[config.mk]
export PLATFORM = sky130hd
export DESIGN_NAME = video_capture_top
export DESIGN_NICKNAME = d
export VERILOG_FILES = /design/src/rtl/vidcap_pkg.sv /design/src/rtl/line_framer.sv /design/src/rtl/line_tracker.sv /design/src/rtl/pixel_packer.sv /design/src/rtl/video_capture_top.sv
export SDC_FILE = /design/constraint.sdc
export NUM_CORES = 1
export LEC_CHECK = 0
export BUFFER_PORTS_ARGS = -buffer_cell sky130_fd_sc_hd__buf_2
export CAP_MARGIN = 5
export CORE_ASPECT_RATIO = 1.5
export CORE_MARGIN = 10
export CORE_UTILIZATION = 40
export CTS_CLUSTER_DIAMETER = 80
export DETAILED_ROUTE_END_ITERATION = 8
export PLACE_DENSITY = 0.54
export SLEW_MARGIN = 20
export SYNTH_ARGS = -nofsm -noshare
export SYNTH_HDL_FRONTEND = slang
export SYNTH_SLANG_ARGS = --single-unit
[constraint.sdc]
create_clock -name clk -period 4.4 [get_ports clk]
set_input_delay 0.66 -clock clk [delete_from_list [all_inputs] [get_ports clk]]
set_output_delay 0.66 -clock clk [all_outputs]
set_load 0.05 [all_outputs]
[src/rtl/vidcap_pkg.sv]
package vidcap_pkg;

    // video and stream widths
    localparam int PIXEL_W = 24;
    localparam int BYTE_W  = 8;
    localparam int WORD_W  = 32;

    // header field widths
    localparam int FRAME_W = 8;
    localparam int LINE_W  = 16;

    // byte counts derived from the widths above
    localparam int BYTES_PER_PIX  = PIXEL_W / BYTE_W;
    localparam int BYTES_PER_WORD = WORD_W / BYTE_W;

    // marker in the top byte of every header word
    localparam logic [BYTE_W-1:0] LINE_TAG = 8'hA5;

    // header word layout, msb first
    typedef struct packed {
        logic [BYTE_W-1:0]  tag;
        logic [FRAME_W-1:0] frame;
        logic [LINE_W-1:0]  line;
    } cap_hdr_t;

    // one output word, seen either as a header or as raw payload bytes
    typedef union packed {
        cap_hdr_t          hdr;
        logic [WORD_W-1:0] raw;
    } cap_word_t;

endpackage

[src/rtl/line_framer.sv]
`timescale 1ns/1ps
`default_nettype none

module line_framer import vidcap_pkg::*; (
    input  wire                clk,
    input  wire                rst_n_i,

    input  wire  [WORD_W-1:0]  pack_word_i,
    input  wire                pack_we_i,

    input  wire  [FRAME_W-1:0] frame_no_i,
    input  wire  [LINE_W-1:0]  line_no_i,
    input  wire                line_start_i,

    output logic [WORD_W-1:0]  word_o,
    output logic               word_we_o,
    output logic               sop_o
);

    cap_word_t next_word;

    // header and payload strobes never fall in the same cycle
    always_comb begin
        if (line_start_i) begin
            next_word.hdr.tag   = LINE_TAG;
            next_word.hdr.frame = frame_no_i;
            next_word.hdr.line  = line_no_i;
        end else begin
            next_word.raw = pack_word_i;
        end
    end

    always_ff @(posedge clk) begin
        if (!rst_n_i) begin
            word_we_o <= 1'b0;
            sop_o     <= 1'b0;
        end else begin
            word_we_o <= line_start_i || pack_we_i;
            // start of packet marks the header word only
            sop_o     <= line_start_i;
        end
    end

    always_ff @(posedge clk) begin
        if (line_start_i || pack_we_i) begin
            word_o <= next_word.raw;
        end
    end

endmodule

`default_nettype wire

[src/rtl/line_tracker.sv]
`timescale 1ns/1ps
`default_nettype none

module line_tracker import vidcap_pkg::*; (
    input  wire                clk,
    input  wire                rst_n_i,

    input  wire                vid_de_i,
    input  wire                vid_vsync_i,

    output logic [FRAME_W-1:0] frame_no_o,
    output logic [LINE_W-1:0]  line_no_o,
    output logic               line_start_o
);

    logic de_q;
    logic vsync_q;

    logic de_rise;
    logic de_fall;
    logic vsync_rise;

    assign de_rise    = vid_de_i && !de_q;
    assign de_fall    = !vid_de_i && de_q;
    assign vsync_rise = vid_vsync_i && !vsync_q;

    always_ff @(posedge clk) begin
        if (!rst_n_i) begin
            de_q         <= 1'b0;
            vsync_q      <= 1'b0;
            line_start_o <= 1'b0;
        end else begin
            de_q         <= vid_de_i;
            vsync_q      <= vid_vsync_i;
            line_start_o <= de_rise;
        end
    end

    // counters change only on vsync rise or de fall, so they are stable
    // while line_start_o is high
    always_ff @(posedge clk) begin
        if (!rst_n_i) begin
            frame_no_o <= '0;
            line_no_o  <= '0;
        end else if (vsync_rise) begin
            frame_no_o <= frame_no_o + 1'b1;
            line_no_o  <= '0;
        end else if (de_fall) begin
            line_no_o <= line_no_o + 1'b1;
        end
    end

endmodule

`default_nettype wire

[src/rtl/pixel_packer.sv]
`timescale 1ns/1ps
`default_nettype none

module pixel_packer import vidcap_pkg::*; (
    input  wire                clk,
    input  wire                rst_n_i,

    input  wire                vid_de_i,
    input  wire  [PIXEL_W-1:0] vid_data_i,

    output logic [WORD_W-1:0]  pack_word_o,
    output logic               pack_we_o
);

    // bytes left over from the previous pixel with the oldest in the low byte
    logic [PIXEL_W-1:0] pend_bytes;
    logic [1:0]         byte_cnt;
    logic               de_q;

    logic [PIXEL_W-1:0]        pend_valid;
    logic [WORD_W+PIXEL_W-1:0] merged;
    logic [2:0]                total_cnt;
    logic                      word_full;
    logic                      line_end;

    // bytes above byte_cnt are stale and must not leak into the merge
    assign pend_valid = pend_bytes & ~({PIXEL_W{1'b1}} << (byte_cnt * BYTE_W));

    // new pixel lands right above the pending bytes
    assign merged = {{WORD_W{1'b0}}, pend_valid} |
                    ({{WORD_W{1'b0}}, vid_data_i} << (byte_cnt * BYTE_W));

    assign total_cnt = {1'b0, byte_cnt} + 3'(BYTES_PER_PIX);
    assign word_full = vid_de_i && (total_cnt >= 3'(BYTES_PER_WORD));

    // first blank cycle after an active run
    assign line_end = !vid_de_i && de_q;

    always_ff @(posedge clk) begin
        if (!rst_n_i) begin
            de_q      <= 1'b0;
            byte_cnt  <= 2'd0;
            pack_we_o <= 1'b0;
        end else begin
            de_q      <= vid_de_i;
            pack_we_o <= 1'b0;
            if (vid_de_i) begin
                if (word_full) begin
                    pack_we_o <= 1'b1;
                    byte_cnt  <= 2'(total_cnt - 3'(BYTES_PER_WORD));
                end else begin
                    byte_cnt <= 2'(total_cnt);
                end
            end else if (line_end) begin
                // flush only if something is still held
                pack_we_o <= (byte_cnt != 2'd0);
                byte_cnt  <= 2'd0;
            end
        end
    end

    // output word and pending byte registers
    always_ff @(posedge clk) begin
        if (vid_de_i) begin
            if (word_full) begin
                pack_word_o <= merged[WORD_W-1:0];
                pend_bytes  <= merged[WORD_W +: PIXEL_W];
            end else begin
                pend_bytes <= merged[PIXEL_W-1:0];
            end
        end else if (line_end) begin
            // remainder goes out with the upper bytes zero
            pack_word_o <= {{(WORD_W-PIXEL_W){1'b0}}, pend_valid};
        end
    end

endmodule

`default_nettype wire

[src/rtl/video_capture_top.sv]
`timescale 1ns/1ps
`default_nettype none

module video_capture_top import vidcap_pkg::*; (
    input  wire                clk,
    input  wire                rst_n_i,

    // pixel stream
    input  wire                vid_de_i,
    input  wire                vid_vsync_i,
    input  wire  [PIXEL_W-1:0] vid_data_i,

    // word stream towards the udp sender
    output logic [WORD_W-1:0]  word_o,
    output logic               word_we_o,
    output logic               sop_o
);

    logic [WORD_W-1:0]  pack_word;
    logic               pack_we;

    logic [FRAME_W-1:0] frame_no;
    logic [LINE_W-1:0]  line_no;
    logic               line_start;

    // payload bytes
    pixel_packer pixel_packer_inst (
        .clk         (clk),
        .rst_n_i     (rst_n_i),
        .vid_de_i    (vid_de_i),
        .vid_data_i  (vid_data_i),
        .pack_word_o (pack_word),
        .pack_we_o   (pack_we)
    );

    // frame and line numbering, runs alongside the packer
    line_tracker line_tracker_inst (
        .clk          (clk),
        .rst_n_i      (rst_n_i),
        .vid_de_i     (vid_de_i),
        .vid_vsync_i  (vid_vsync_i),
        .frame_no_o   (frame_no),
        .line_no_o    (line_no),
        .line_start_o (line_start)
    );

    line_framer line_framer_inst (
        .clk          (clk),
        .rst_n_i      (rst_n_i),
        .pack_word_i  (pack_word),
        .pack_we_i    (pack_we),
        .frame_no_i   (frame_no),
        .line_no_i    (line_no),
        .line_start_i (line_start),
        .word_o       (word_o),
        .word_we_o    (word_we_o),
        .sop_o        (sop_o)
    );

endmodule

`default_nettype wire

==> results.toml <==
[status]
status = "finished, final reports clean"

[yosys]
synth_area_leader_cell = "edfxtp_1"
synth_top_area_share_pct = 48.6
syn_area_per_cell_um2 = 12.2
netlist_instances = 446
ys_seq_area_share_pct = 60.4
ys_types = 37
ys_ff_latch = 120
synth_common_cells = "edfxtp_1, dfxtp_1, nand2_1"
synthArstFlopShare_pct = 0
yosysMostFrequentCell = "edfxtp_1"
syn_nets = 478
syn_area_um2 = 5440
ys_top_cells_by_area = "edfxtp_1, dfxtp_1, mux2i_1"
synth_ff_type = "edfxtp_1"
yosysWarnings = 0
synth_edf_count = 88

[floorplanning]
initial_core_util_pct = 40.6
die_area_um2 = 18800
row_count = 52
die_w_um = 115
die_h_um = 163
core_um2 = 13400
io_pins = 62

[placed_design]
placed_cells = 648
port_buffers = 61
gp_congestion = 0.893
hpwl_um = 8640

[grt]
grt_pass1_wl_um = 19400
grtUsageTotal_pct = 13.4
overflow = 0
antenna_found_initial = 0
grt_max_degree = 34
grt_pass1_vias = 3584

[timing]
drv_slew = 0
setup_viol = 0
timing.final.crit_share_pct = 62.3
tightest_slew_ps = 778
fin_crit_ps = 2740
max_freq_mhz = 365
rsz0062_at_grt = "false"
skew_ps = 8.13
slew_headroom_pct = 48.1
hold_violations = 0
fin_tns_setup_ps = 0

[power]
p_leak_nw = 2.53
vdd_drop_max_v = 0.000266
powerDensity_nw_per_um2 = 474

[drt]
drc = 0
antenna_left = 0
drt_pass1_iterations = 5
wl_per_cell_um = 17.7
viasPerCell = 5.08
wirelength_um = 12000
num_vias = 3451
first_iter_violations = 147

[setup_path]
worst-path-buf-inv = 2
required_ps = 4430
critPathCaptureType = "flop"
crit_arrival_ps = 2770
cp_top_family = "simple AND/OR/NAND/NOR gates"
regToRegStartpoint = "pixel_packer_inst.byte_cnt[0]"
worstPathMaxFanout = 32
cp_slowest_stage_delay_ps = 700
crit_type = "reg -> reg"
path_cells = "buf_4, inv_1, ha_1, nor2b_1, or2_2"
startpoint_type = "flop"
crit_start = "pixel_packer_inst.byte_cnt[0]"
critPathSlowestCell = "or2_2"
r2r_setup_slack_ps = 1660

[hold_path]
hp-class = "in -> reg"
holdCritStartpoint = "vid_vsync_i"

[cts]
postCtsSetupBuffers = 0
htreeDepth = 4
clk-insertion-delay-late_ps = 410
tritoncts = "yes"
cts_root_buffer = "clkbuf_16"
cts_resized = 0
cts_buffer_depth = 2
cts_buffers = 17
hold_buffers = 0
path_clk_slew_ps = 50
clock-sinks = 120

[layout]
multi_input_area_um2 = 2010
nFillCells = 1232
fin_nets = 537
area_growth_pct = 18.1
instances_no_fill = 679
drive_above_1_share_pct = 25.0
regArea_um2 = 3280
insertedDiodeCount = 0

[flow_run]
cap_violations = 0
## final timing paths
path	cells after the start	to
worst max register to register	5	pixel_packer_inst.pack_word_o[30]
worst min register to register	2	line_tracker_inst.line_no_o[15]
worst max-delay path	5	pixel_packer_inst.pack_word_o[30]
worst min-delay path	2	line_tracker_inst.vsync_q
## area by class of cell
class	count	share of cell area (%)
clock buffer	18	6.68
clock inverter	13	2.06
inverter	3	0.175
multi-input combinational	296	31.4
sequential	120	51.1
tap	162	3.16
timing repair buffer	67	5.45
## cell families (layout without fill, tap and decap cells)
group                    after synthesis  after routing  synth area share (%)
XOR/XNOR                              18             18                  2.90
AO/OA/AOI/OAI                         81             81                  9.11
AND/OR/NAND/NOR                      142            142                  14.2
multiplexers                          51             51                  9.94
flip-flops                           120            120                  60.4
adder cells (fa/ha/maj)                4              4                 0.920
buffers and inverters                 30            101                  2.60
## metrics by stage
stage	utilization (%)	hold WS (ps)	setup slack, ps	area [um^2]	total power, mW
2_1_floorplan	-	436	2070	5440	1.65
3_3_place_gp	43.7	469	1640	5860	1.75
3_5_place_dp	43.7	476	1550	5860	1.76
4_1_cts	47.9	447	1620	6420	3.08
5_1_grt	47.9	463	1410	6420	3.15
6_report	47.9	462	1660	6420	3.05
## sequential cells by signal, indices dropped and copies added, names as in the netlist
name                            flops
line_framer_inst.word_we_o          1
line_framer_inst.sop_o              1
line_tracker_inst.line_start_o      1
line_tracker_inst.vsync_q           1
pixel_packer_inst.de_q              1
line_tracker_inst.line_no_o        16
pixel_packer_inst.pack_we_o         1
line_framer_inst.word_o            32
pixel_packer_inst.pack_word_o      32
line_tracker_inst.frame_no_o        8
pixel_packer_inst.byte_cnt          2
pixel_packer_inst.pend_bytes       24
## where the power goes
| group | internal, mW | total (mW) | leakage (nW) | switching, mW |
|---|---|---|---|---|
| Clock | 0.823 | 1.31 | 0.257 | 0.491 |
| Combinational | 0.122 | 0.380 | 1.15 | 0.257 |
| Sequential | 1.33 | 1.35 | 1.12 | 0.0244 |
| Total | 2.27 | 3.05 | 2.53 | 0.773 |
## cell usage in the layout (no fill, tap or decap), types with 2 or more instances in the layout
cell type	Yosys	routed
nor3_1	2	2
buf_4	2	6
buf_2	11	61
nand3_1	4	4
bufinv_16	0	2
dfxtp_1	32	32
nor2_1	22	22
nand4_1	8	8
o21a_1	10	10
edfxtp_1	88	88
mux2i_1	27	27
a21oi_1	19	19
or2_2	6	6
o22ai_1	16	16
clkbuf_16	0	17
mux2_2	24	24
inv_1	3	3
nand2b_1	2	2
xor2_1	11	11
or3_1	2	2
and4_1	3	3
and2_1	30	30
o21ai_1	3	3
nand2_1	32	32
xnor2_1	7	7
a21o_1	16	16
clkinvlp_4	0	6
o21ai_0	16	16
clkinv_2	0	3
nor2b_1	20	20
and3_1	5	5
ha_1	4	4
## worst reg2reg max path, delay by kind of cell, from the launching register on
family,cells,cell delay (ps)
fa+ha+maj,1,360
simple gates,2,1270
buf+inv,2,440
flops,1,300
## layer usage
| layer | wire [um] | vias to the layer above | GRT usage [%] |
|---|---|---|---|
| met5 | 0 | - | 0 |
| met1 | 5320 | 1604 | 16.7 |
| li1 | - | 1740 | - |
| met4 | 170 | 0 | 4.80 |
| met2 | 5820 | 93 | 20.9 |
| met3 | 719 | 14 | 4.57 |
No activity file was read; power rests on OpenSTA's default activity.
